## config.mk

```make
export PLATFORM = sky130hd
export DESIGN_NAME = status_overlay
export DESIGN_NICKNAME = d
export VERILOG_FILES = /design/src/pet_display_pkg.sv /design/src/status_overlay.sv
export SDC_FILE = /design/constraint.sdc
export NUM_CORES = 1
export LEC_CHECK = 0
export ABC_AREA = 1
export ABC_CLOCK_PERIOD_IN_PS = 10000
export BUFFER_PORTS_ARGS = -buffer_cell sky130_fd_sc_hd__buf_2
export CAP_MARGIN = 20
export CELL_PAD_IN_SITES_DETAIL_PLACEMENT = 1
export CELL_PAD_IN_SITES_GLOBAL_PLACEMENT = 2
export CORE_MARGIN = 2
export CORE_UTILIZATION = 34
export DETAILED_ROUTE_END_ITERATION = 7
export GPL_TIMING_DRIVEN = 0
export HOLD_SLACK_MARGIN = 0.12
export PLACE_DENSITY = 0.83
export SLEW_MARGIN = 20
export SYNTH_ARGS = -nofsm -noshare
export SYNTH_HDL_FRONTEND = slang
export SYNTH_SLANG_ARGS = --single-unit
```

## constraint.sdc

```tcl
create_clock -name clk -period 10 [get_ports clk]
set_clock_uncertainty 0.1 [all_clocks]
set_input_delay 2 -clock clk [delete_from_list [all_inputs] [get_ports clk]]
set_output_delay 2 -clock clk [all_outputs]
set_load 0.01 [all_outputs]
```

## src/pet_display_pkg.sv

```systemverilog
`default_nettype none

package pet_display_pkg;

    // ********************
    // Display geometry
    // ********************

    localparam int frame_bytes = 1024;        // 128 columns by 8 pages.
    localparam int byte_idx_w = 10;
    localparam int sprite_count = 31;         // Sprite frames over all poses.
    localparam int sprite_id_w = 5;
    localparam int anim_count = 4;            // Sleeping, eating, teaching and dead.

    // ********************
    // Status bars
    // ********************

    // Happiness, hunger and sleep, in that order.
    localparam int bar_base_col [3] = '{8, 18, 28};
    localparam int bar_columns = 5;
    localparam logic [7:0] bar_full = 8'hee;  // Two lit nibbles with a gap.
    localparam logic [7:0] bar_half = 8'he0;

    // ********************
    // Poses and sprite table
    // ********************

    typedef enum logic [2:0] {
        pose_intro    = 3'd0,
        pose_idle     = 3'd1,
        pose_sleeping = 3'd2,
        pose_eating   = 3'd3,
        pose_teaching = 3'd4,
        pose_dead     = 3'd5
    } pose_e;

    // First sprite frame and frame count of each pose, indexed by pose_e.
    localparam logic [sprite_id_w-1:0] pose_base [6] = '{5'd0, 5'd1, 5'd7, 5'd11, 5'd16, 5'd23};
    localparam logic [3:0] pose_len [6] = '{4'd1, 4'd6, 4'd4, 4'd5, 4'd7, 4'd8};

    typedef struct packed {
        logic [7:0] happiness;
        logic [7:0] hunger;
        logic [7:0] sleep;
    } pet_stats_t;

    typedef struct packed {
        logic [sprite_id_w-1:0] frame;
        logic [byte_idx_w-1:0]  addr;
        logic [7:0]             data;
    } sprite_wr_t;

    // Token that walks from the sequencer through the store to the overlay.
    typedef struct packed {
        logic [sprite_id_w-1:0] frame;
        logic [byte_idx_w-1:0]  index;
        logic                   sof;
        logic                   draw_bars;
    } pix_req_t;

    typedef struct packed {
        logic [7:0]            data;
        logic [byte_idx_w-1:0] index;
        logic                  sof;
    } display_byte_t;

endpackage

`default_nettype wire

```

## src/status_overlay.sv

```systemverilog
`timescale 1ns/10ps
`default_nettype none

module status_overlay (
    input  wire logic                        clk,
    input  wire logic                        i_rst_n,
    input  wire logic                        i_advance,
    input  wire pet_display_pkg::pet_stats_t i_stats,
    input  wire pet_display_pkg::pix_req_t   i_req,
    input  wire logic                        i_req_valid,
    input  wire logic [7:0]                  i_sprite_byte,
    output pet_display_pkg::display_byte_t   o_byte,
    output logic                             o_byte_valid
);
    import pet_display_pkg::*;

    pet_stats_t                stats_q;
    logic [7:0]                bar_stat [3];
    logic [byte_idx_w-4:0]     col;
    logic [2:0]                row;
    logic [7:0]                out_data;

    // Segment s lights fully above 110 - 20s and half above 100 - 20s.
    function automatic logic [7:0] bar_byte(input logic [7:0] v, input logic [2:0] s);
        int level;
        int seg;
        level = int'(v);
        seg = int'(s);
        if (level > 110 - 20 * seg) begin
            return bar_full;
        end else if (level > 100 - 20 * seg) begin
            return bar_half;
        end
        return 8'h00;
    endfunction

    // Byte 0 never falls in a bar, so the copy taken with it serves the whole frame.
    always_ff @(posedge clk) begin
        if (i_advance && i_req_valid && i_req.sof) begin
            stats_q <= i_stats;
        end
    end

    assign bar_stat[0] = stats_q.happiness;
    assign bar_stat[1] = stats_q.hunger;
    assign bar_stat[2] = stats_q.sleep;

    assign col = i_req.index[byte_idx_w-1:3];     // One column is eight consecutive bytes.
    assign row = i_req.index[2:0];

    always_comb begin
        out_data = i_sprite_byte;
        if (i_req.draw_bars && row >= 3'd1 && row <= 3'd5) begin
            for (int b = 0; b < 3; b++) begin
                if (int'(col) >= bar_base_col[b] && int'(col) < bar_base_col[b] + bar_columns) begin
                    out_data = bar_byte(bar_stat[b], row);
                end
            end
        end
    end

    // ********************
    // Output register
    // ********************

    always_ff @(posedge clk) begin
        if (!i_rst_n) begin
            o_byte_valid <= 1'b0;
        end else if (i_advance) begin
            o_byte_valid <= i_req_valid;
        end
    end

    always_ff @(posedge clk) begin
        if (i_advance) begin
            o_byte.data <= out_data;
            o_byte.index <= i_req.index;
            o_byte.sof <= i_req.sof;
        end
    end

endmodule

`default_nettype wire

```

==> summary.md <==
| Metric | Value |
|---|---|
| Max VDD drop | `66.19 uV` |
| Async SR Flop Fraction | `0%` |
| Sequential area share after synthesis | `44.94%` |
| Slew HR | `approximately 53%` |
| CTS Buf Count | `5` |
| Max Clk Rate | `207.4 MHz` |
| Vias | `2,341` |
| Crit. End Element | `register` |
| Largest net degree at the start of global routing | `22` |
| Post-CTS Setup Repair Bufs | `0` |
| Max cap viols | `0` |
| Status | `completed` |
| Initial antenna violation count | `0` |
| Die area | `roughly 9300 sq um` |
| Worst setup path startpoint | `i_req[2]` |
| DPL Wire Length | `5959 um` |
| Worst EP arrival | `4.79 ns` |
| Root Buffer | `clkbuf_8` |
| Leak | `between 1.5 and 2 nW` |
| Fin. Hold Viols | `0` |
| Pwr/cell area | `133.8 nW/um^2` |
| # rows | `33` |
| Routed WL | `just over 7000 um` |
| Final worst setup slack | `between 5 and 6 ns` |
| Final Wtd Congestion | `approximately 0.8` |
| Mapped Cells | `317` |
| Max-slew violations | `0` |
| Core area | `about 8300 sq um` |
| Antenna diodes | `0` |
| Layout cell share with drive strength beyond 1 | `approximately a quarter` |
| Critical path required time | `about 10 ns` |
| CTS tree | `done` |
| DRT Pass-1 Iters | `4` |
| YS warnings | `0` |
| Critical path class | `input port to register` |
| Vias/cell | `4.701` |
| Crit Reg-Reg Startpoint | `bar_stat[3]$_DFFE_PP_` |
| Netlist cell types | `30` |
| Port bufs | `between 60 and 70` |
| Hold buffers post-CTS | `0` |
| Vias in the first global route | `around 2,500` |
| CP Max Fanout | `7` |
| CP Launch Type | `input port` |
| Worst-margin pin slew | `just over 0.7 ns` |
| Global-route wire length before repair | `12,160 um` |
| Most frequent cell after synthesis | `nand2_1` |
| Fillers | `between 1,000 and 1,500` |
| DRT iter0 DRCs | `39` |
| Synth cell count leaders | `82 x nand2_1, 43 x edfxtp_1, 42 x ha_1, 42 x inv_1, 28 x nor2_1` |
| Initial Utilization | `35.33%` |
| Worst-path clk slew | `around 0.090 ns` |
| Syn Std Cell Area | `between 2000 and 3000 sq um` |
| Leading area contributor after synthesis | `edfxtp_1` |
| Post-synth EDFFs | `43` |
| Synth-to-layout area growth | `19.68%` |
| RSZ-0062 raised after global routing | `no` |
| Global route total overflow | `0` |
| Syn Nets | `roughly 410` |
| Die W | `between 90 and 100 um` |
| Top cells by area, synth | `edfxtp_1 44%, ha_1 18%, nand2_1 11%, inv_1 5.4%, nor2_1 3.6%` |
| Share of the synthesized area in the top cell type | `roughly 44%` |
| Post-layout min period | `between 4 and 5 ns` |
| Clock H-tree levels | `2` |
| DRC viols | `0` |
| Post-synth top flop | `edfxtp_1` |
| Worst-Skew Late Latency | `around 0.3 ns` |
| Setup-failing EPs final | `0` |
| Avg Cell Area, Syn | `around 9 sq um` |
| NumNets Final | `approximately 490` |
| Final cycle utilization of the critical path | `approximately half` |
| PostCTS Resize Cnt | `0` |
| DP Worst Slack | `approximately 4.8 ns` |
| Worst hold path class | `register to register` |
| Total track usage | `roughly 16%` |
| Maximum root-to-sink buffer count | `2` |
| Die height | `about 97 um` |
| TNS Setup | `0 ns` |
| CTS sink cnt | `44` |
| WL/cell | `~14 um` |
| Seq cells post-synth | `44` |
| Hold wc startpoint | `o_byte_valid$_SDFFE_PN0P_` |
| Num ports | `between 70 and 80` |
| Post-route ant nets | `0` |
==> flip-flops by register name, summed over array words and instances, names as in the netlist <==
name and count:
o_byte 19, bar_stat 24, o_byte_valid 1
==> where the power goes <==
part	switching, W	internal, W	total (W)
sequential	0.00000502	0.000216	0.000221
clock	0.0000661	0.0000563	0.000122
combinational	0.0000748	0.0000492	0.000124
total	0.000146	0.000321	0.000467
==> final timing paths <==
check	endpoint	slack [ns]	cells past startpoint
worst max-delay path	o_byte[18]$_DFFE_PP_	5.18	15
worst min register to register	o_byte_valid$_SDFFE_PN0P_	0.39	2
worst min-delay path	o_byte_valid$_SDFFE_PN0P_	0.39	2
worst max register to register	o_byte[18]$_DFFE_PP_	7.82	10
==> metal layers <==
layer	vias to the layer above	track usage (%)	share of wire, %
met5	-	0	0
met4	0	4.225	1.2
met3	5	2.457	2.7
met2	39	28.47	49
met1	1095	20.85	48
li1	1202	-	-
==> cell usage in the layout, fill, tap and decap left out, types with 3 or more instances in the layout <==
cell      count
nor2_2        5
a21oi_1      19
nand3_2       3
ha_1         42
edfxtp_1     43
nand3_1      17
clkbuf_8      6
nor2_1       27
nor3_1        4
inv_1        42
nand2_1      82
nor4_1        3
nand2_2       5
o21bai_1      3
buf_2        67
==> worst max-delay path: stages <==
cell and delay [ns]:
buf_2 0.17, ha_1 0.23, ha_1 0.35, ha_1 0.25, fa_1 0.52, ha_1 0.32
o21ai_2 0.05, a21oi_2 0.14, nand3_1 0.09, nor3_1 0.15, nor2_1 0.07, nand2_1 0.10
nand2_1 0.07, nor2_2 0.17, a21oi_1 0.09
==> final cells by class <==
| cell class | instances | area, sq um | share of cell area [%] |
|---|---|---|---|
| plain buffers | 1 | 11.26 | 0.3225 |
| clock buffers | 7 | 86.33 | 2.472 |
| flip-flops and latches | 44 | 1311 | 37.55 |
| multi-input cells | 228 | 1428 | 40.88 |
| clock inverters | 1 | 7.507 | 0.2150 |
| inverters | 44 | 170.2 | 4.873 |
| repair buffers | 68 | 346.6 | 9.925 |
| well taps | 105 | 131.4 | 3.762 |
==> stage by stage <==
stage	utilization [%]	power [W]	cells	instance area, sq um	hold WS, ns
3_5_place_dp	41.15	0.0003511	490	3398	0.3802
2_1_floorplan	-	0.0003058	317	2918	0.3915
4_1_cts	42.29	0.0004728	498	3492	0.3935
3_3_place_gp	40.98	0.0003450	489	3385	0.3604
6_report	42.29	0.0004672	498	3492	0.3862
5_1_grt	42.29	0.0005001	498	3492	0.4454
==> logic make-up after synthesis <==
kind of cell | share of synthesized area (%)
AOI/OAI and AO/OA | 6.218
xor gates and xnor gates | 0.6005
adders and majority gates | 19.38
buffers and inverters | 6.218
DFF | 44.94
and+or+nand+nor | 22.64
Power figures use the tool's default switching activity.
