===== config.mk =====
export PLATFORM = sky130hd
export DESIGN_NAME = byte_out_buffer
export DESIGN_NICKNAME = d
export VERILOG_FILES = /design/src/pet_display_pkg.sv /design/src/byte_out_buffer.sv
export SDC_FILE = /design/constraint.sdc
export NUM_CORES = 1
export LEC_CHECK = 0
export ABC_CLOCK_PERIOD_IN_PS = 2830
export CORE_MARGIN = 2
export CORE_UTILIZATION = 55
export CTS_CLUSTER_DIAMETER = 30
export CTS_CLUSTER_SIZE = 40
export DETAILED_ROUTE_END_ITERATION = 12
export DONT_BUFFER_PORTS = 1
export GPL_TIMING_DRIVEN = 0
export PLACE_DENSITY_LB_ADDON = 0.1
export SYNTH_ARGS = -nofsm -noshare
export SYNTH_HDL_FRONTEND = slang
export SYNTH_SLANG_ARGS = --single-unit

===== constraint.sdc =====
create_clock -name clk -period 2.83 [get_ports clk]
set_clock_uncertainty 0.2 [all_clocks]
set_input_delay 0.4245 -clock clk [delete_from_list [all_inputs] [get_ports clk]]
set_output_delay 0.4245 -clock clk [all_outputs]
set_load 0.005 [all_outputs]

===== src/pet_display_pkg.sv =====
`default_nettype none

package pet_display_pkg;

    // ********************
    // Display geometry
    // ********************

    localparam int frame_bytes = 1024;        // 128 columns by 8 pages.
    localparam int byte_idx_w = 10;
    localparam int sprite_count = 31;         // Sprite frames over all poses.
    localparam int sprite_id_w = 5;
    localparam int anim_count = 4;            // Sleeping, eating, teaching and dead.

    // ********************
    // Status bars
    // ********************

    // Happiness, hunger and sleep, in that order.
    localparam int bar_base_col [3] = '{8, 18, 28};
    localparam int bar_columns = 5;
    localparam logic [7:0] bar_full = 8'hee;  // Two lit nibbles with a gap.
    localparam logic [7:0] bar_half = 8'he0;

    // ********************
    // Poses and sprite table
    // ********************

    typedef enum logic [2:0] {
        pose_intro    = 3'd0,
        pose_idle     = 3'd1,
        pose_sleeping = 3'd2,
        pose_eating   = 3'd3,
        pose_teaching = 3'd4,
        pose_dead     = 3'd5
    } pose_e;

    // First sprite frame and frame count of each pose, indexed by pose_e.
    localparam logic [sprite_id_w-1:0] pose_base [6] = '{5'd0, 5'd1, 5'd7, 5'd11, 5'd16, 5'd23};
    localparam logic [3:0] pose_len [6] = '{4'd1, 4'd6, 4'd4, 4'd5, 4'd7, 4'd8};

    typedef struct packed {
        logic [7:0] happiness;
        logic [7:0] hunger;
        logic [7:0] sleep;
    } pet_stats_t;

    typedef struct packed {
        logic [sprite_id_w-1:0] frame;
        logic [byte_idx_w-1:0]  addr;
        logic [7:0]             data;
    } sprite_wr_t;

    // Token that walks from the sequencer through the store to the overlay.
    typedef struct packed {
        logic [sprite_id_w-1:0] frame;
        logic [byte_idx_w-1:0]  index;
        logic                   sof;
        logic                   draw_bars;
    } pix_req_t;

    typedef struct packed {
        logic [7:0]            data;
        logic [byte_idx_w-1:0] index;
        logic                  sof;
    } display_byte_t;

endpackage

`default_nettype wire


===== src/byte_out_buffer.sv =====
`timescale 1ns/10ps
`default_nettype none

module byte_out_buffer (
    input  wire logic                           clk,
    input  wire logic                           i_rst_n,
    input  wire pet_display_pkg::display_byte_t i_byte,
    input  wire logic                           i_byte_valid,
    output logic                                o_advance,
    output pet_display_pkg::display_byte_t      o_byte,
    output logic                                o_valid,
    input  wire logic                           i_ready
);
    import pet_display_pkg::*;

    display_byte_t head_q;                  // Entry on the output.
    display_byte_t skid_q;                  // Second entry, taken while the sink stalls.
    logic [1:0]    fill;
    logic [1:0]    fill_next;
    logic          advance_q;
    logic          push;
    logic          pop;

    assign push = i_byte_valid && advance_q;
    assign pop = o_valid && i_ready;
    assign fill_next = fill + {1'b0, push} - {1'b0, pop};

    always_ff @(posedge clk) begin
        if (!i_rst_n) begin
            fill <= 2'd0;
            advance_q <= 1'b1;
        end else begin
            fill <= fill_next;
            advance_q <= (fill_next != 2'd2);   // Pipeline moves only with a free entry.
        end
    end

    // A full buffer holds advance low, so push and fill of two never meet.
    always_ff @(posedge clk) begin
        if (pop) begin
            if (fill == 2'd2) begin
                head_q <= skid_q;
            end else if (push) begin
                head_q <= i_byte;
            end
        end else if (push) begin
            if (fill == 2'd0) begin
                head_q <= i_byte;
            end else begin
                skid_q <= i_byte;
            end
        end
    end

    assign o_valid = (fill != 2'd0);
    assign o_byte = head_q;
    assign o_advance = advance_q;

    assert property (@(posedge clk) disable iff (!i_rst_n)
        (o_valid && !i_ready) |=> (o_valid && $stable(o_byte)));

endmodule

`default_nettype wire


==> results of run 1 <==
synth_stat cells:
| cell | count | share of area (%) |
|---|---|---|
| dfxtp_1 | 3 | 3.6 |
| nand4bb_1 | 1 | 0.67 |
| nand2b_1 | 1 | 0.37 |
| nand2_1 | 3 | 0.67 |
| mux2_4 | 19 | 17 |
| nand3b_2 | 1 | 0.67 |
| mux2i_1 | 2 | 1.2 |
| edfxtp_1 | 38 | 68 |
| a31oi_1 | 1 | 0.37 |
| and2_1 | 2 | 0.75 |
| nor3b_1 | 2 | 0.90 |
| inv_1 | 1 | 0.22 |
| and3b_1 | 1 | 0.52 |
| buf_6 | 2 | 1.3 |
| ha_1 | 3 | 2.2 |
| xnor2_1 | 1 | 0.52 |
| nand3_1 | 1 | 0.30 |
| or2_2 | 1 | 0.37 |
cell type report:
class	instances	area, sq um	area share [%]
buffer	2	22.52	1.124
clock buffer	6	41.29	2.061
clock inverter	2	10.01	0.4997
inverter	1	3.754	0.1874
multi-input combinational	39	456.7	22.80
sequential	41	1201	59.96
tap	33	41.29	2.061
timing repair buffer	22	226.5	11.31
sequential cells by signal, summed over array words and instances (netlist names):
name       count
fill           2
o_advance      1
o_byte        19
skid_q        19
power by group through the flow:
stage,Combinational (W),Clock (W),Sequential (W)
after floorplan,0.000217,0,0.000924
after global placement,0.000249,0,0.000942
after CTS,0.000318,0.000275,0.000924
final,0.000313,0.000268,0.000920
after global routing,0.000348,0.000294,0.000943
after detailed placement,0.000295,0,0.000939
worst reg2reg max path, delay by kind of cell, from the launching register on:
family        cells  cell delay [ns]
simple gates      2             0.53
xor+xnor          1             0.26
fa+ha+maj         2             0.46
flops             1             0.39
buf+inv           1             0.04
mux               1             0.21
final timing paths:
check	from	end	slack [ns]	cells after the start
hold / removal	i_rst_n	fill[1]	0.03	2
hold reg to reg	skid_q[13]	o_byte[13]	0.36	1
setup reg to reg	fill[1]	fill[1]	0.68	7
setup / recovery	fill[1]	fill[1]	0.68	7
logic make-up after synthesis:
family	after synthesis
DFF	41
muxes	21
and+or+nand+nor	13
buffers and inverters	3
adders and majority gates	3
AOI/OAI and AO/OA	1
xor gates and xnor gates	1
per-stage QoR:
stage | setup WS (ns) | hold slack (ns)
global placement | -0.4902 | 0.3235
floorplan | 0.1979 | 0.2944
global route | 0.5572 | 0.02239
detailed placement | 0.7042 | 0.3234
CTS | 0.6727 | 0.01179
finish | 0.6786 | 0.03124
metal layers:
metal,up-vias,share of wire (%),GRT usage [%]
li1,377,-,-
met1,392,41,19.30
met2,30,53,26.03
met3,2,5.4,5.677
met4,0,0.69,6.818
met5,-,0,0
==> impl_metrics.json, run 1 <==
{
  "die_area_sq_um": 3499,
  "holdBufCountCts": 20,
  "tritoncts": "done",
  "crit_path_frequent_cell": "ha_1",
  "synth_mux_area_share_pct": 18.25,
  "clock.fmax_ghz": 0.4648,
  "final_max_slew_viol_count": 0,
  "track_usage_pct": 16.01,
  "areaGrowthSynthToFinish_pct": 19.75,
  "gp_congestion": 0.6454,
  "ys_types": 18,
  "p_per_area_nw_per_um2": 749.4,
  "rsz0062_at_grt": "false",
  "drc": 0,
  "finalCritPeriodShare_pct": 76.02,
  "hold_viol_final": 0,
  "clock_path_buffers": 2,
  "ys_warn_count": 0,
  "grt_max_degree": 13,
  "crit_buf_inv": 1,
  "fillers": 190,
  "gr-total-overflow": 0,
  "crit_required_ns": 2.90,
  "outcome": "completed",
  "p_int_w": 0.001110,
  "die_w_microns": 59.15,
  "finalSetupTns_ns": 0,
  "final_common_cell": "edfxtp_1",
  "finalNetCount": 138,
  "io_pins": 44,
  "synth.avg_cell_area_sq_um": 20.15,
  "synth_top_family_by_area": "multiplexers",
  "syn_area_sq_um": 1673,
  "postCtsSetupBuffers": 0,
  "instances_no_fill": 146,
  "worstPathCellList": "or2_2, and2_1, ha_1, inv_1, ha_1, xnor2_1, mux2i_1",
  "drv_cap": 0,
  "timing_worst_slew_pin_value_ns": 0.7962,
  "hp-class": "in -> reg",
  "cp_max_fo": 7,
  "relSlewSlack_pct": 46.68,
  "p_total_w": 0.001501,
  "grt_pass1_vias": 830,
  "start_kind": "flip-flop",
  "dp.cells": 118,
  "most-common-layout-cells": "edfxtp_1 (38), dlygate4sd3_1 (20), mux2_4 (19)",
  "setup_viol": 0,
  "numPortBuffers": 0,
  "critPathMaxStageDelay_ns": 0.39,
  "cts_resized": 0,
  "period_minus_slack_ns": 2.151,
  "synthCells": 83,
  "drive_gt1_share_pct": 30.09,
  "initialDrtViolationCount": 30,
  "vias": 801,
  "swShare_pct": 26.09,
  "routedWlPerCell_microns": 16.99,
  "final_util_pct": 67.27,
  "synth-xor-area-share_pct": 0.5236,
  "grt_pass1_wl_microns": 3877,
  "syn-num-nets": 109,
  "clock_latency_ns": 0.33,
  "placementRows": 20,
  "final_cell_area_sq_um": 2003,
  "antenna_found_initial": 0,
  "numCtsBuffers": 5,
  "combPwrFrac_pct": 20.9,
  "root_buffer": "clkbuf_4",
  "viasPerCell": 5.486,
  "cp.arrival_ns": 2.22,
  "wirelength_microns": 2480,
  "pwr-share-clk_pct": 17.9,
  "ys_seq_area_share_pct": 71.80,
  "max-vdd-ir-drop_v": 0.0003752,
  "dpl_cell_area_sq_um": 1752,
  "htreeDepth": 2,
  "clk_pin_slew_ns": 0.11,
  "critPathTopFamily": "simple AND/OR/NAND/NOR gates",
  "synth_compound_area_share_pct": 0.3740,
  "initial_core_util_pct": 56.18,
  "critPathKind": "reg -> reg",
  "switchingPower_w": 0.0003916,
  "clock-sinks": 41,
  "p_leak_nw": 0.7870,
  "end_kind": "flip-flop",
  "crit_path_top_delay_cell": "dfxtp_1",
  "hpwl_microns": 1647,
  "dr.pass1.iters": 4,
  "yosys.area_share.simple_pct": 5.236,
  "drtAntennaViolNets": 0,
  "synth_seq_cells": 41,
  "antenna_cells": 0,
  "synthAdderAreaFrac_pct": 2.244,
  "die_y_microns": 59.15,
  "core_area_sq_um": 2978,
  "pwr-share-seq_pct": 61.3
}
No activity file was read; power rests on OpenSTA's default activity.
==> run 2, diff against run 1 <==
--- a/config.mk
+++ b/config.mk
@@ -5,7 +5,7 @@
 export SDC_FILE = /design/constraint.sdc
 export NUM_CORES = 1
 export LEC_CHECK = 0
-export ABC_CLOCK_PERIOD_IN_PS = 2830
+export ABC_CLOCK_PERIOD_IN_PS = 2200
 export CORE_MARGIN = 2
 export CORE_UTILIZATION = 55
 export CTS_CLUSTER_DIAMETER = 30
==> constraint.sdc (replaced) <==
create_clock -name clk -period 2.2 [get_ports clk]
set_clock_uncertainty 0.2 [all_clocks]
set_input_delay 0.33 -clock clk [delete_from_list [all_inputs] [get_ports clk]]
set_output_delay 0.33 -clock clk [all_outputs]
set_load 0.005 [all_outputs]
==> impl_metrics.json, run 2 (same netlist as run 1, synthesis figures left out) <==
{
  "outcome": "completed",
  "numPortBuffers": 0,
  "combPwrFrac_pct": 19.9,
  "finalNetCount": 136,
  "clock.fmax_ghz": 0.4959,
  "max-vdd-ir-drop_v": 0.0006326,
  "cp_max_fo": 7,
  "antenna_cells": 0,
  "final_util_pct": 68.45,
  "rsz0062_at_grt": "false",
  "clk_pin_slew_ns": 0.11,
  "final_max_slew_viol_count": 0,
  "hold_viol_final": 0,
  "initial_core_util_pct": 56.18,
  "viasPerCell": 5.444,
  "worstPathCellList": "or2_4, and2_1, ha_1, inv_1, ha_1, xnor2_2, mux2i_1",
  "period_minus_slack_ns": 2.017,
  "tritoncts": "done",
  "drtAntennaViolNets": 0,
  "clock_path_buffers": 2,
  "final_common_cell": "edfxtp_1",
  "crit_required_ns": 2.26,
  "setup_viol": 0,
  "track_usage_pct": 16.13,
  "start_kind": "flip-flop",
  "vias": 784,
  "p_int_w": 0.001545,
  "core_area_sq_um": 2978,
  "clock_latency_ns": 0.34,
  "dr.pass1.iters": 4,
  "root_buffer": "clkbuf_4",
  "p_leak_nw": 0.7902,
  "most-common-layout-cells": "edfxtp_1 (38), dlygate4sd3_1 (20), mux2_4 (19)",
  "pwr-share-clk_pct": 22.9,
  "crit_path_frequent_cell": "ha_1",
  "relSlewSlack_pct": 36.70,
  "end_kind": "flip-flop",
  "pwr-share-seq_pct": 57.2,
  "antenna_found_initial": 0,
  "critPathTopFamily": "adder cells",
  "crit_buf_inv": 1,
  "timing_worst_slew_pin_value_ns": 0.9485,
  "areaGrowthSynthToFinish_pct": 21.84,
  "gp_congestion": 0.7776,
  "routedWlPerCell_microns": 16.97,
  "crit_path_top_delay_cell": "dfxtp_4",
  "switchingPower_w": 0.0005418,
  "numCtsBuffers": 5,
  "die_w_microns": 59.15,
  "cp.arrival_ns": 2.08,
  "critPathKind": "reg -> reg",
  "drive_gt1_share_pct": 31.53,
  "drv_cap": 0,
  "placementRows": 20,
  "die_y_microns": 59.15,
  "finalCritPeriodShare_pct": 91.66,
  "swShare_pct": 25.96,
  "gr-total-overflow": 0,
  "p_per_area_nw_per_um2": 1024,
  "io_pins": 44,
  "grt_pass1_vias": 801,
  "initialDrtViolationCount": 21,
  "wirelength_microns": 2443,
  "critPathMaxStageDelay_ns": 0.39,
  "hpwl_microns": 1553,
  "clock-sinks": 41,
  "p_total_w": 0.002087,
  "htreeDepth": 2,
  "die_area_sq_um": 3499,
  "drc": 0,
  "grt_pass1_wl_microns": 4002,
  "grt_max_degree": 20,
  "hp-class": "in -> reg"
}
[run 2: cell types whose count changed in the layout (fill, tap and decap cells not counted), sizes merged]
cell,before,now
buf,4,2
bufinv,0,1
clkbuf,6,5
clkinv,2,1
clkinvlp,0,1
[run 2: area by class of cell]
| type | instances | area, sq um |
|---|---|---|
| buffer | 2 | 22.52 |
| timing repair buffer | 20 | 200.2 |
| clock inverter | 3 | 41.29 |
| multi-input combinational | 39 | 486.7 |
| tap | 33 | 41.29 |
| clock buffer | 5 | 37.54 |
| fill | 206 | 939.7 |
| inverter | 1 | 3.754 |
| sequential | 41 | 1205 |
[run 2: path summary, 6_finish.rpt]
path,start,endpoint,slack [ns],cells past startpoint
setup / recovery,fill[1],fill[1],0.18,7
hold / removal,i_rst_n,o_advance,0.02,2
setup reg to reg,fill[1],fill[1],0.18,7
hold reg to reg,fill[1],fill[1],0.35,2
[run 2: power groups by stage]
stage	Combinational [W]	Clock [W]	Sequential, W
after global placement	0.000332	0	0.00121
after detailed placement	0.000355	0	0.00122
after floorplan	0.000288	0	0.00119
after CTS	0.000403	0.000483	0.00119
final	0.000415	0.000478	0.00119
after global routing	0.000458	0.000514	0.00122
[run 2: worst register-to-register path, stage by stage (launching register included)]
cell,delay (ns)
dfxtp_4,0.39
or2_4,0.27
and2_1,0.16
ha_1,0.26
inv_1,0.04
ha_1,0.20
xnor2_2,0.20
mux2i_1,0.23
[run 2: what timing repair did]
item | CTS | global route
endpoints found under the setup margin | 19 | 27
endpoints found under the hold margin | 40 | 0
hold buffers | 20 | 0
buffers inserted | 0 | 0
gates cloned | 0 | 0
pin swaps | 0 | 0
gates resized for setup | 1 | 5
[run 2: per-layer routing]
layer | GRT usage [%] | part of all wire [%]
met2 | 25.71 | 51
met4 | 5.844 | 1.7
met1 | 19.71 | 41
met5 | 0 | 0
met3 | 6.769 | 5.8
[run 2: stage by stage]
step	setup TNS (ns)	hold slack [ns]	cells	worst slack [ns]	cell area (sq um)
final	0	0.02204	144	0.1834	2038
after global routing	0	0.04345	144	0.06647	2038
after CTS	0	0.01057	144	0.02432	2019
after detailed placement	-3.689	0.2289	116	-0.1947	1732
after global placement	-5.986	0.2290	116	-0.1902	1725
after floorplan	0	0.2289	83	0.1724	1684
==> run 3, diff against run 2 <==
--- a/config.mk
+++ b/config.mk
@@ -8,6 +8,7 @@
 export ABC_CLOCK_PERIOD_IN_PS = 2200
 export CORE_MARGIN = 2
 export CORE_UTILIZATION = 55
+export CTS_BUF_LIST = sky130_fd_sc_hd__clkbuf_16
 export CTS_CLUSTER_DIAMETER = 30
 export CTS_CLUSTER_SIZE = 40
 export DETAILED_ROUTE_END_ITERATION = 12
==> constraint.sdc (replaced) <==
create_clock -name clk -period 2.2 [get_ports clk]
set_clock_uncertainty 0.2 [all_clocks]
set_input_delay 0.33 -clock clk [delete_from_list [all_inputs] [get_ports clk]]
set_output_delay 0.33 -clock clk [all_outputs]
set_load 0.05 [all_outputs]
==> impl_metrics.json, run 3 (same netlist as run 1, synthesis figures left out) <==
{
  "max-vdd-ir-drop_v": 0.0007204,
  "placementRows": 20,
  "drive_gt1_share_pct": 32.43,
  "drtAntennaViolNets": 0,
  "period_minus_slack_ns": 2.106,
  "core_area_sq_um": 2978,
  "finalNetCount": 138,
  "die_w_microns": 59.15,
  "pwr-share-clk_pct": 23.4,
  "final_max_slew_viol_count": 0,
  "hp-class": "in -> reg",
  "p_total_w": 0.002776,
  "switchingPower_w": 0.001008,
  "hpwl_microns": 1582,
  "relSlewSlack_pct": 67.98,
  "fillers": 178,
  "post-place-ws_ns": -0.1413,
  "critPathKind": "reg -> reg",
  "crit_path_top_delay_cell": "dfxtp_1",
  "final_common_cell": "edfxtp_1",
  "clock.fmax_ghz": 0.4749,
  "worstPathCellList": "or2_4, and2_1, ha_1, inv_1, ha_1, and3b_1, mux2i_1",
  "die_y_microns": 59.15,
  "p_per_area_nw_per_um2": 1305,
  "clock-sinks": 41,
  "rsz0062_at_grt": "false",
  "combPwrFrac_pct": 17.9,
  "viasPerCell": 5.451,
  "io_pins": 44,
  "outcome": "completed",
  "initialDrtViolationCount": 24,
  "initial_core_util_pct": 56.18,
  "routedWlPerCell_microns": 17.30,
  "crit_path_frequent_cell": "ha_1",
  "pwr-share-seq_pct": 58.7,
  "antenna_found_initial": 0,
  "wirelength_microns": 2491,
  "p_leak_nw": 0.8328,
  "hold_viol_final": 0,
  "most-common-layout-cells": "edfxtp_1 (38), dlygate4sd3_1 (20), mux2_4 (19)",
  "setup_viol": 0,
  "clock_path_buffers": 2,
  "end_kind": "flip-flop",
  "crit_required_ns": 2.15,
  "critPathMaxStageDelay_ns": 0.38,
  "grt_pass1_wl_microns": 3891,
  "dp.cells": 116,
  "instances_no_fill": 144,
  "tritoncts": "done",
  "gr-total-overflow": 0,
  "numCtsBuffers": 5,
  "p_int_w": 0.001768,
  "vias": 785,
  "timing_worst_slew_pin_value_ns": 0.4813,
  "drv_cap": 0,
  "finalCritPeriodShare_pct": 95.70,
  "clk_pin_slew_ns": 0.05,
  "dr.pass1.iters": 4,
  "die_area_sq_um": 3499,
  "grt_max_degree": 20,
  "areaGrowthSynthToFinish_pct": 27.15,
  "clock_latency_ns": 0.27,
  "crit_buf_inv": 1,
  "root_buffer": "clkbuf_16",
  "grt_pass1_vias": 811,
  "gp_congestion": 0.6861,
  "htreeDepth": 2,
  "cp_max_fo": 7,
  "numPortBuffers": 0,
  "antenna_cells": 0,
  "cp.arrival_ns": 2.06,
  "setup_slack_ns": 0.09450,
  "drc": 0,
  "start_kind": "flip-flop",
  "swShare_pct": 36.32,
  "track_usage_pct": 16.60,
  "final_util_pct": 71.43,
  "critPathTopFamily": "simple AND/OR/NAND/NOR gates"
}
==> run 3: per-stage QoR <==
stage	hold slack (ns)	setup TNS, ns	instance area [sq um]
4_1_cts	0.005406	0	2115
6_report	0.007136	0	2127
3_3_place_gp	0.2290	-4.483	1740
5_1_grt	0.001837	0	2127
3_5_place_dp	0.2290	-5.258	1740
2_1_floorplan	0.2289	0	1699
==> run 3: power by group through the flow <==
| stage | Clock (W) | Sequential [W] | Combinational (W) |
|---|---|---|---|
| 6_report | 0.000651 | 0.00163 | 0.000496 |
| 2_1_floorplan | 0 | 0.00161 | 0.000343 |
| 3_3_place_gp | 0 | 0.00164 | 0.000385 |
| 3_5_place_dp | 0 | 0.00165 | 0.000398 |
| 5_1_grt | 0.000711 | 0.00165 | 0.000534 |
| 4_1_cts | 0.000668 | 0.00163 | 0.000482 |
==> run 3: final timing paths <==
check | start | to | slack, ns | cells after the start
hold reg to reg | skid_q[11] | o_byte[11] | 0.34 | 1
hold / removal | i_rst_n | fill[1] | 0.007 | 2
setup / recovery | fill[1] | o_advance | 0.09 | 7
setup reg to reg | fill[1] | o_advance | 0.09 | 7
==> run 3: layout make-up <==
class	instances	area (sq um)	area share, %
Clock buffer	5	125.1	5.882
Multi-Input combinational cell	39	486.7	22.88
Buffer	2	22.52	1.059
Timing Repair Buffer	22	240.2	11.29
Clock inverter	1	5.005	0.2353
Inverter	1	3.754	0.1765
Sequential cell	41	1202	56.53
Tap cell	33	41.29	1.941
==> run 3: what timing repair did <==
action,in CTS,in global routing
pin swaps,1,1
hold buffers,20,0
endpoints found under the setup margin,40,2
gates resized for setup,2,2
buffers inserted,2,0
endpoints found under the hold margin,20,0
==> run 3: routing by layer <==
layer	routed length, microns	track usage [%]	vias to the layer above
li1	-	-	375
met1	1058	20.32	377
met2	1239	23.97	29
met3	149	8.515	4
met4	44	8.766	0
met5	0	0	-
