<file path="src/pet_display_pkg.sv">
`default_nettype none

package pet_display_pkg;

    // ********************
    // Display geometry
    // ********************

    localparam int frame_bytes = 1024;        // 128 columns by 8 pages.
    localparam int byte_idx_w = 10;
    localparam int sprite_count = 31;         // Sprite frames over all poses.
    localparam int sprite_id_w = 5;
    localparam int anim_count = 4;            // Sleeping, eating, teaching and dead.

    // ********************
    // Status bars
    // ********************

    // Happiness, hunger and sleep, in that order.
    localparam int bar_base_col [3] = '{8, 18, 28};
    localparam int bar_columns = 5;
    localparam logic [7:0] bar_full = 8'hee;  // Two lit nibbles with a gap.
    localparam logic [7:0] bar_half = 8'he0;

    // ********************
    // Poses and sprite table
    // ********************

    typedef enum logic [2:0] {
        pose_intro    = 3'd0,
        pose_idle     = 3'd1,
        pose_sleeping = 3'd2,
        pose_eating   = 3'd3,
        pose_teaching = 3'd4,
        pose_dead     = 3'd5
    } pose_e;

    // First sprite frame and frame count of each pose, indexed by pose_e.
    localparam logic [sprite_id_w-1:0] pose_base [6] = '{5'd0, 5'd1, 5'd7, 5'd11, 5'd16, 5'd23};
    localparam logic [3:0] pose_len [6] = '{4'd1, 4'd6, 4'd4, 4'd5, 4'd7, 4'd8};

    typedef struct packed {
        logic [7:0] happiness;
        logic [7:0] hunger;
        logic [7:0] sleep;
    } pet_stats_t;

    typedef struct packed {
        logic [sprite_id_w-1:0] frame;
        logic [byte_idx_w-1:0]  addr;
        logic [7:0]             data;
    } sprite_wr_t;

    // Token that walks from the sequencer through the store to the overlay.
    typedef struct packed {
        logic [sprite_id_w-1:0] frame;
        logic [byte_idx_w-1:0]  index;
        logic                   sof;
        logic                   draw_bars;
    } pix_req_t;

    typedef struct packed {
        logic [7:0]            data;
        logic [byte_idx_w-1:0] index;
        logic                  sof;
    } display_byte_t;

endpackage

`default_nettype wire

</file>
<file path="src/frame_sequencer.sv">
`timescale 1ns/10ps
`default_nettype none

module frame_sequencer #(
    parameter int frame_repeat = 8
) (
    input  wire logic                      clk,
    input  wire logic                      i_rst_n,
    input  wire logic                      i_enable,
    input  wire logic                      i_advance,
    input  wire pet_display_pkg::pose_e    i_pose,
    input  wire pet_display_pkg::pet_stats_t i_stats,
    output pet_display_pkg::pix_req_t      o_req,
    output logic                           o_req_valid
);
    import pet_display_pkg::*;

    localparam int rep_w = (frame_repeat > 1) ? $clog2(frame_repeat) : 1;

    logic [byte_idx_w-1:0]  byte_cnt;
    logic [rep_w-1:0]       rep_cnt;
    logic [2:0]             anim_idx [anim_count];
    pose_e                  pose_q;                 // Pose of the frame in flight.
    logic [2:0]             ofs_q;                  // Mood or animation index of that frame.

    logic                   sof;
    logic                   issue;
    pose_e                  cur_pose;
    logic [2:0]             new_ofs;
    logic [2:0]             cur_ofs;
    logic [sprite_id_w-1:0] cur_frame;

    // Idle sprite chosen from the statistics; earlier rules win.
    function automatic logic [2:0] idle_mood(input pet_stats_t s);
        if (s.happiness > 8'd90 && s.hunger > 8'd90 && s.sleep > 8'd90) begin
            return 3'd0;
        end else if (s.happiness < 8'd10) begin
            return 3'd2;
        end else if (s.hunger < 8'd10) begin
            return 3'd1;
        end else if (s.sleep < 8'd10) begin
            return 3'd5;
        end else if (s.happiness < 8'd20 || s.hunger < 8'd20 || s.sleep < 8'd20) begin
            return 3'd4;
        end
        return 3'd3;
    endfunction

    assign sof = (byte_cnt == '0);
    assign issue = !sof || i_enable;                // A started frame always runs to its end.

    always_comb begin
        case (i_pose)
            pose_intro:    new_ofs = 3'd0;
            pose_idle:     new_ofs = idle_mood(i_stats);
            pose_sleeping: new_ofs = anim_idx[0];
            pose_eating:   new_ofs = anim_idx[1];
            pose_teaching: new_ofs = anim_idx[2];
            default:       new_ofs = anim_idx[3];
        endcase
    end

    // Byte 0 takes the live inputs; the rest of the frame uses the sampled ones.
    assign cur_pose = sof ? i_pose : pose_q;
    assign cur_ofs = sof ? new_ofs : ofs_q;
    assign cur_frame = pose_base[cur_pose] + sprite_id_w'(cur_ofs);

    // ********************
    // Counters
    // ********************

    always_ff @(posedge clk) begin
        if (!i_rst_n) begin
            byte_cnt <= '0;
            rep_cnt <= '0;
            pose_q <= pose_intro;
            ofs_q <= '0;
            o_req_valid <= 1'b0;
            for (int k = 0; k < anim_count; k++) begin
                anim_idx[k] <= '0;
            end
        end else if (i_advance) begin
            o_req_valid <= issue;
            if (issue) begin
                byte_cnt <= (byte_cnt == byte_idx_w'(frame_bytes - 1)) ? '0 : byte_cnt + 1'b1;
                if (sof) begin
                    pose_q <= i_pose;
                    ofs_q <= new_ofs;
                    if (rep_cnt == rep_w'(frame_repeat - 1)) begin
                        rep_cnt <= '0;
                        for (int k = 0; k < anim_count; k++) begin
                            if ({1'b0, anim_idx[k]} == pose_len[k + 2] - 4'd1) begin
                                anim_idx[k] <= '0;  // Wrap at the pose length.
                            end else begin
                                anim_idx[k] <= anim_idx[k] + 3'd1;
                            end
                        end
                    end else begin
                        rep_cnt <= rep_cnt + 1'b1;
                    end
                end
            end
        end
    end

    always_ff @(posedge clk) begin
        if (i_advance && issue) begin
            o_req.frame <= cur_frame;
            o_req.index <= byte_cnt;
            o_req.sof <= sof;
            o_req.draw_bars <= (cur_pose != pose_intro) && (cur_pose != pose_dead);
        end
    end

    // Every byte of a frame reads the same sprite frame as its byte 0.
    assert property (@(posedge clk) disable iff (!i_rst_n)
        (o_req_valid && !o_req.sof) |-> o_req.frame == $past(o_req.frame));

endmodule

`default_nettype wire

</file>
<file path="config.mk">
export PLATFORM = sky130hd
export DESIGN_NAME = frame_sequencer
export DESIGN_NICKNAME = d
export VERILOG_FILES = /design/src/pet_display_pkg.sv /design/src/frame_sequencer.sv
export SDC_FILE = /design/constraint.sdc
export NUM_CORES = 1
export LEC_CHECK = 0
export BUFFER_PORTS_ARGS = -buffer_cell sky130_fd_sc_hd__buf_2
export CORE_UTILIZATION = 56
export DETAILED_ROUTE_END_ITERATION = 10
export GPL_TIMING_DRIVEN = 0
export PLACE_DENSITY = 0.89
export SYNTH_ARGS = -nofsm -noshare
export SYNTH_HDL_FRONTEND = slang
export SYNTH_SLANG_ARGS = --single-unit
export TNS_END_PERCENT = 30
</file>
<file path="constraint.sdc">
create_clock -name clk -period 3.1 [get_ports clk]
set_input_delay 0.155 -clock clk [delete_from_list [all_inputs] [get_ports clk]]
set_output_delay 0.155 -clock clk [all_outputs]
set_load 0.005 [all_outputs]
</file>
==> results of run 1 <==
==> timing repair <==
action | CTS | global route
endpoints found under the hold margin | 0 | 0
setup buffers | 0 | 5
endpoints found under the setup margin | 1 | 1
pin swaps | 0 | 0
cloned | 0 | 0
==> state kept, by name, summed over array words and instances (netlist names) <==
name / flops
anim_idx: 12
byte_cnt: 10
o_req: 17
o_req_valid: 1
ofs_q: 3
pose_q: 3
rep_cnt: 3
==> through the flow <==
stage          hold WS (ps)  power (mW)  cells   util
2_1_floorplan           337       0.962    276      -
3_3_place_gp            455        1.04    375  0.671
3_5_place_dp            461        1.06    375  0.671
4_1_cts                 186        1.52    382  0.696
5_1_grt                 214        1.61    387  0.704
6_report                194        1.54    387  0.704
==> worst max-delay path by stage <==
stage                           start        end  slack, ps
final                     byte_cnt[0]  o_req[16]        190
after global routing      byte_cnt[0]  o_req[16]          4
after CTS                 byte_cnt[0]  o_req[16]        170
after detailed placement  byte_cnt[0]  o_req[16]        -30
after global placement    byte_cnt[0]  o_req[16]         20
after floorplan           byte_cnt[0]  o_req[16]        330
==> cells by family (layout without fill, tap and decap cells) <==
| group | Yosys count | in the layout | synth area share |
|---|---|---|---|
| compound gates | 69 | 69 | 0.156 |
| xor+xnor | 11 | 11 | 0.0354 |
| flops | 49 | 49 | 0.467 |
| buf+inv | 21 | 80 | 0.0359 |
| fa+ha+maj | 16 | 16 | 0.0763 |
| simple gates | 108 | 108 | 0.222 |
| mux | 2 | 2 | 0.00736 |
==> power by group <==
part | switching (mW) | internal (mW)
sequential | 0.0185 | 0.744
combinational | 0.166 | 0.133
clock | 0.229 | 0.246
==> cell usage after synthesis (3+ instances only) <==
cell type / instances
nand2_1: 31
edfxtp_1: 29
dfxtp_1: 20
o21ai_0: 20
nor2_1: 19
a21oi_1: 18
ha_1: 15
nor3_1: 14
inv_1: 10
a21boi_0: 8
nand3_1: 7
clkbuf_1: 6
xnor2_1: 6
xor2_1: 5
and2_1: 4
nand2b_1: 4
nor2b_1: 4
a31oi_1: 3
and3_1: 3
nand3b_1: 3
nor3b_2: 3
o31ai_1: 3
==> per-layer routing <==
layer,routed length [um],GRT usage,part of all wire,vias to the layer above
li1,-,-,-,1128
met2,2380,0.330,0.46,82
met3,326,0.0506,0.063,8
met1,2330,0.293,0.45,992
met5,0,0,0,-
met4,108,0.100,0.021,0
==> worst reg2reg max path, delay by kind of cell, from the launching register on <==
family,cells,cell delay [ps]
compound gates,5,730
flops,1,360
buf+inv,1,110
simple gates,3,830
fa+ha+maj,2,620
==> cell type report <==
| class | instances | share of cell area |
|---|---|---|
| timing repair buffer | 52 | 0.0860 |
| clock buffer | 5 | 0.0217 |
| tap | 52 | 0.0205 |
| multi-input combinational | 206 | 0.426 |
| buffer | 9 | 0.0158 |
| sequential | 49 | 0.401 |
| inverter | 11 | 0.0138 |
| clock inverter | 3 | 0.0150 |
==> run_results.csv, run 1 <==
group,metric,value,unit
sta,slew_violations,0,
setup_path,cp_num_buf_inv,1,
placed_design,pre_cts_ws,-30.5,ps
global_routing,grt_antenna_before_repair,0,
layout,regArea,0.00127,sq mm
logic_synthesis,ys.flop_type,"edfxtp_1",
min_path,hp-class,"in -> reg",
setup_path,crit_type,"reg -> reg",
pwr,p_leak,1.28,nW
global_routing,grt_pass1_vias,1907,
setup_path,cpPeakStageDelay,480,ps
routing,post-route-drc-count,0,
layout,area_growth,16.6,%
routing,viasPerCell,5.71,
min_path,min_to,"ofs_q[1]",
logic_synthesis,syn_inst,276,
floorplanning,die_width,71.7,um
sta,tightest_slew,598,ps
sta,setup_tns,0,ps
layout,multiInputGateArea,0.00135,sq mm
logic_synthesis,synth_area,0.00272,sq mm
logic_synthesis,yosys_warnings,0,
setup_path,path_max_fanout,11,
layout,diodes,0,
setup_path,path_depth,11,
routing,drt-wirelength-per-cell,13.3,um
pwr,power_density,484,mW/mm^2
clocking,cts.path.max_buffers,2,
routing,dr.first_iter.drc_count,162,
logic_synthesis,synth_enable_flop_cells,29,
logic_synthesis,async_flop_share,0,
sta,period_needed,2910,ps
clocking,cts_made_buffers,5,
clocking,cts_tree,"built",
sta,timing.final.ws_setup,186,ps
placed_design,place_area,0.00302,sq mm
min_path,min_from,"i_rst_n",
logic_synthesis,syn_area_per_cell,9.86,sq um
routing,antenna_left,0,
setup_path,r2r_end,"o_req[16]",
layout,fill_cells,331,
setup_path,critPathArrivalTime,2970,ps
clocking,cts-htree-levels,2,
floorplanning,core_area,0.00450,sq mm
setup_path,end_kind,"flip-flop",
logic_synthesis,yosys.area.top_type_share,0.320,
setup_path,rr_worst_depth,11,
layout,drive_above_1_share,0.218,
floorplanning,die-area,0.00514,sq mm
floorplanning,io_pins,49,
routing,drt_first_pass_iters,4,
setup_path,critical_path.top_delay_family,"simple AND/OR/NAND/NOR gates",
logic_synthesis,ys_seq_area_frac,0.467,
floorplanning,rows,24,
routing,vias,2210,
sta,relSlewSlack,0.601,
layout,design_area,0.00317,sq mm
global_routing,grt_overflow,0,
min_path,whs_path_depth,3,
layout,mostFrequentLayoutCell,"buf_2",
placed_design,place_congestion,0.914,
sta,final-setup-viol-count,0,
clocking,clock_latency,310,ps
outcome,status,"complete, no violations",
sta,hold_violations,0,
sta,final.setup_skew,10.1,ps
global_routing,grtUsageTotal,0.217,
setup_path,rr_startpoint,"byte_cnt[0]",
global_routing,grt_pass1_wl,8.66,mm
global_routing,grt_max_degree,18,
sta,period_share,0.940,
setup_path,worstPathRequired,3160,ps
logic_synthesis,synth.top_cells.by_area,"edfxtp_1 (32%), dfxtp_1 (15%), ha_1 (6.9%)",
clocking,ctsRootBufferMaster,"clkbuf_8",
logic_synthesis,yosys_register_bits,49,
setup_path,r2r_setup_slack,190,ps
logic_synthesis,yosysTopAreaCell,"edfxtp_1",
job,maxCapViolCount,0,
sta,rsz0062_at_grt,"no",
logic_synthesis,syn_nets,323,
floorplanning,start_util,0.604,
routing,wirelength,5.15,mm
sta,fmax,343,MHz
clocking,cts.sink_count,49,
clocking,cts-hold-fix-buffers,0,
setup_path,crit_chain,"inv_1 > ha_1 > nor2b_1 > nand3_4 > or3_1 > o21ai_0 > a21oi_1 > fa_1 > a21o_1 > a311oi_1 > a21oi_1",
logic_synthesis,synth_cell_types,50,
setup_path,crit_path_top_delay_cell,"fa_1",
clocking,ctsResizeCount,0,
setup_path,cp_common_cell,"a21oi_1",
placed_design,port_buffers,47,
floorplanning,die_y,71.7,um
layout,nets,381,
setup_path,critPathLaunchType,"flip-flop",
clocking,clkTransAtPathRegs,90,ps
placed_design,hpwl,3.90,mm
layout,layout_common_cells,"buf_2 (48), nand2_1 (31), edfxtp_1 (29)",
pwr,ir_worst_vdd,0.288,mV
No activity file was read; power rests on OpenSTA's default activity.
==> run 2, diff against run 1 <==
CORE_UTILIZATION = 60   (was 56)
PLACE_DENSITY = 0.94   (was 0.89)
clock period = 3.7 ns   (was 3.1 ns; I/O delays follow)
==> run 2 against run 1 <==
Sequential power fell by 16%. Clock power is 15% lower. Global-route usage is 3.0 points higher. Cell area down 0.99%. Core utilization grew 1.7 points. Critical path type unchanged. Largest power group unchanged.
==> run_results.csv, run 2 (synthesized netlist as in run 1, its figures left out) <==
group,metric,value,unit
outcome,status,"complete, no violations",
placed_design,pre_cts_ws,589,ps
layout,largest_reg_flops,17,
min_path,hp-class,"in -> reg",
clocking,clkTransAtPathRegs,100,ps
clocking,cts_setup_buffers,0,
global_routing,grt_overflow,0,
global_routing,grt_pass1_vias,2086,
global_routing,grt_antenna_before_repair,0,
pwr,power_density,409,mW/mm^2
layout,layout_common_cells,"buf_2 (48), nand2_1 (31), edfxtp_1 (29)",
placed_design,dp_cells,375,
global_routing,grt_pass1_wl,9.45,mm
clocking,cts_tree,"built",
sta,fmax,312,MHz
clocking,cts_made_buffers,5,
placed_design,port_buffers,47,
floorplanning,rows,24,
sta,period_share,0.865,
pwr,pwr-share-comb,0.187,
setup_path,critPathLaunchType,"flip-flop",
layout,drive_above_1_share,0.205,
routing,drt-wirelength-per-cell,14.7,um
layout,area_growth,15.4,%
layout,fin_cells,383,
layout,mostFrequentLayoutCell,"buf_2",
pwr,power_switching,352,uW
sta,final.setup_skew,3.22,ps
pwr,power,1.28,mW
clocking,cts.sink_count,49,
pwr,clkPwrFrac,0.314,
clocking,ctsRootBufferMaster,"clkbuf_8",
sta,slew_violations,0,
floorplanning,core_area,0.00435,sq mm
clocking,clock_latency,310,ps
placed_design,hpwl,4.10,mm
setup_path,end_kind,"flip-flop",
setup_path,critPathArrivalTime,3270,ps
clocking,cts-hold-fix-buffers,0,
clocking,ctsResizeCount,0,
layout,diodes,0,
global_routing,grtUsageTotal,0.246,
clocking,cts-htree-levels,2,
pwr,ir_worst_vdd,0.172,mV
routing,post-route-drc-count,0,
sta,relSlewSlack,0.579,
global_routing,grt_max_degree,18,
sta,final-setup-viol-count,0,
sta,setup_tns,0,ps
clocking,cts.path.max_buffers,2,
layout,multiInputGateArea,0.00135,sq mm
floorplanning,start_util,0.625,
routing,drt_first_pass_iters,4,
routing,dr.first_iter.drc_count,176,
placed_design,place_congestion,0.905,
floorplanning,die_width,69.3,um
routing,wirelength,5.64,mm
floorplanning,die_y,69.3,um
pwr,internal_power,931,uW
setup_path,path_max_fanout,10,
pwr,p_sw_frac,0.274,
layout,regArea,0.00127,sq mm
sta,tightest_slew,631,ps
sta,rsz0062_at_grt,"no",
sta,hold_violations,0,
floorplanning,die-area,0.00481,sq mm
routing,antenna_left,0,
job,maxCapViolCount,0,
layout,top_regs,"o_req (17), anim_idx (12), byte_cnt (10)",
routing,vias,2273,
sta,timing.final.ws_setup,500,ps
sta,period_needed,3200,ps
layout,fill_cells,307,
floorplanning,io_pins,49,
pwr,p_seq_frac,0.499,
routing,viasPerCell,5.93,
setup_path,crit_type,"reg -> reg",
setup_path,worstPathRequired,3770,ps
layout,nets,377,
pwr,p_leak,1.26,nW
layout,top_register,"o_req",
run 2: cell count changes in the layout (fill, tap and decap cells not counted):
cell | previous run | this run
inv_6 | 2 | 0
clkbuf_1 | 5 | 6
clkinv_4 | 0 | 1
buf_4 | 5 | 0
inv_8 | 0 | 1
run 2: per-layer routing:
metal  GRT usage  vias up  routed length [um]
met5           0        -                   0
met4       0.109        0                 161
met3      0.0581       20                 375
met2       0.408      105                2710
met1       0.306     1028                2390
li1            -     1120                   -
run 2: critical path, cell delays in order, from the launching register on:
cell	delay, ps
dfxtp_1	430
inv_1	100
ha_1	210
nor2b_1	170
nand3_4	110
clkbuf_1	350
nor4_1	140
a21oi_1	140
o31ai_1	120
ha_1	260
fa_1	400
a21o_1	210
a311oi_1	250
a21oi_1	70
run 2: metrics by stage:
step	hold slack, ps	util	instance area [sq um]
detailed placement	471	0.694	3020
floorplan	367	-	2720
global route	255	0.721	3140
global placement	455	0.694	3020
finish	219	0.721	3140
CTS	221	0.721	3140
run 2: path summary, 6_finish.rpt:
| kind | start | end | slack, ps | cells after the start |
|---|---|---|---|---|
| max | byte_cnt[0] | o_req[16] | 500 | 13 |
| min | i_rst_n | ofs_q[1] | 220 | 3 |
| max reg2reg | byte_cnt[0] | o_req[16] | 500 | 13 |
| min reg2reg | rep_cnt[1] | rep_cnt[1] | 480 | 2 |
run 2: cell type report:
cell class                 instances  area share
sequential                        49       0.405
tap                               52      0.0207
timing repair buffer              47      0.0749
buffer                            10      0.0171
multi-input combinational        206       0.431
clock inverter                     3      0.0159
clock buffer                       5      0.0219
inverter                          11      0.0139
run 2: power by group through the flow:
stage               Combinational [mW]  Sequential [mW]  Clock, mW
detailed placement               0.235            0.652          0
global route                     0.267            0.643      0.428
floorplan                        0.153            0.653          0
CTS                              0.239            0.640      0.403
finish                           0.239            0.641      0.403
global placement                 0.224            0.650          0
==> run 3, diff against run 2 <==
CORE_ASPECT_RATIO = 0.9   (was default)
==> run 3 against run 2 <==
Sequential cell count is the same. Fmax fell by 3.1%. Sequential share of layout area is 0.097 points lower. Clock power shrank 2%. First-iteration DRC count is 29% lower.
==> run_results.csv, run 3 (synthesized netlist as in run 1, its figures left out) <==
group,metric,value,unit
outcome,status,"complete, no violations",
floorplanning,core_area,0.00421,sq mm
clocking,cts-hold-fix-buffers,0,
sta,timing.final.ws_setup,396,ps
floorplanning,die-area,0.00481,sq mm
clocking,cts_setup_buffers,0,
floorplanning,die_width,73.0,um
global_routing,grt_pass1_vias,2150,
sta,relSlewSlack,0.598,
routing,drt-wirelength-per-cell,14.7,um
routing,viasPerCell,5.90,
floorplanning,io_pins,49,
layout,largest_reg_flops,17,
setup_path,r2r_setup_slack,400,ps
pwr,p_seq_frac,0.501,
setup_path,cpPeakStageDelay,420,ps
layout,top_regs,"o_req (17), anim_idx (12), byte_cnt (10)",
clocking,clock_latency,310,ps
clocking,clkTransAtPathRegs,90,ps
sta,setup_tns,0,ps
layout,design_area,0.00315,sq mm
setup_path,cp_num_buf_inv,2,
global_routing,grtUsageTotal,0.265,
layout,drive_above_1_share,0.205,
global_routing,grt_use_met2,0.461,
pwr,p_sw_frac,0.272,
routing,vias,2306,
layout,mostFrequentLayoutCell,"buf_2",
layout,multiInputGateArea,0.00135,sq mm
setup_path,end_kind,"flip-flop",
min_path,hp-class,"in -> reg",
layout,post-route-util,0.747,
placed_design,hpwl,4.31,mm
global_routing,grt_max_degree,18,
clocking,ctsResizeCount,0,
sta,period_needed,3300,ps
floorplanning,rows,22,
sta,fmax,303,MHz
setup_path,crit_type,"reg -> reg",
sta,final-setup-viol-count,0,
global_routing,grt_pass1_wl,9.63,mm
global_routing,top_usage_layer,"met2",
global_routing,met1_usage,0.329,
sta,slew_violations,0,
layout,top_register,"o_req",
pwr,ir_worst_vdd,0.195,mV
setup_path,crit_chain,"inv_1 > ha_1 > nor2b_1 > nand3_4 > clkbuf_1 > nor4_1 > a21oi_1 > o31ai_1 > ha_1 > fa_1 > a21o_1 > a311oi_1 > a21oi_1",
global_routing,grt_antenna_before_repair,0,
pwr,power,1.28,mW
clocking,cts_tree,"built",
sta,tightest_slew,603,ps
placed_design,dp_cells,383,
clocking,cts.sink_count,49,
layout,fin_cells,391,
pwr,clkPwrFrac,0.309,
global_routing,grt_overflow,0,
layout,fill_cells,275,
setup_path,worstPathRequired,3750,ps
sta,hold_violations,0,
pwr,power_density,406,mW/mm^2
placed_design,pre_cts_ws,503,ps
placed_design,place_congestion,0.911,
placed_design,port_buffers,47,
pwr,p_leak,1.26,nW
routing,dr.first_iter.drc_count,125,
setup_path,critPathArrivalTime,3360,ps
routing,antenna_left,0,
clocking,cts-htree-levels,2,
clocking,cts.path.max_buffers,2,
floorplanning,die_y,65.9,um
routing,drt_first_pass_iters,4,
floorplanning,start_util,0.646,
clocking,ctsRootBufferMaster,"clkbuf_8",
setup_path,critical_path.top_delay_family,"adder cells",
placed_design,place_area,0.00303,sq mm
setup_path,crit_path_top_delay_cell,"dfxtp_1",
layout,layout_common_cells,"buf_2 (48), nand2_1 (31), edfxtp_1 (29)",
sta,period_share,0.893,
setup_path,critPathLaunchType,"flip-flop",
job,maxCapViolCount,0,
pwr,pwr-share-comb,0.190,
routing,wirelength,5.74,mm
layout,nets,377,
sta,rsz0062_at_grt,"no",
layout,diodes,0,
routing,post-route-drc-count,0,
setup_path,path_max_fanout,10,
layout,area_growth,15.7,%
layout,regArea,0.00127,sq mm
pwr,power_switching,348,uW
sta,hold_ws,230,ps
sta,final.setup_skew,6.36,ps
pwr,internal_power,931,uW
global_routing,use_met3,0.0366,
clocking,cts_made_buffers,5,
==> run 3: area by class of cell <==
cell class | instances | area share
timing repair buffer | 47 | 0.0747
sequential | 49 | 0.404
buffer | 10 | 0.0171
tap | 60 | 0.0238
inverter | 11 | 0.0139
clock buffer | 5 | 0.0219
multi-input combinational | 206 | 0.430
clock inverter | 3 | 0.0151
==> run 3: power groups by stage <==
stage / sequential (mW) / combinational (mW) / clock (mW)
floorplan: 0.653 / 0.153 / 0
global placement: 0.650 / 0.224 / 0
detailed placement: 0.652 / 0.240 / 0
CTS: 0.640 / 0.243 / 0.396
global route: 0.644 / 0.271 / 0.418
finish: 0.640 / 0.243 / 0.396
==> run 3: routing by layer <==
metal,routed length [um],vias up
met5,0,-
met4,150,0
met3,285,17
met2,2880,98
met1,2420,1070
li1,-,1121
==> run 3: worst register-to-register path: cells and delay by family, from the launching register on <==
family,cells,cell delay [ps]
buf+inv,2,480
fa+ha+maj,3,890
simple gates,3,420
compound gates,5,850
flops,1,420
==> run 3: path summary, 6_finish.rpt <==
kind / endpoint / start / cells past startpoint
hold reg to reg: rep_cnt[1] / rep_cnt[1] / 2
hold / removal: ofs_q[1] / i_rst_n / 3
setup reg to reg: o_req[16] / byte_cnt[0] / 13
setup / recovery: o_req[16] / byte_cnt[0] / 13
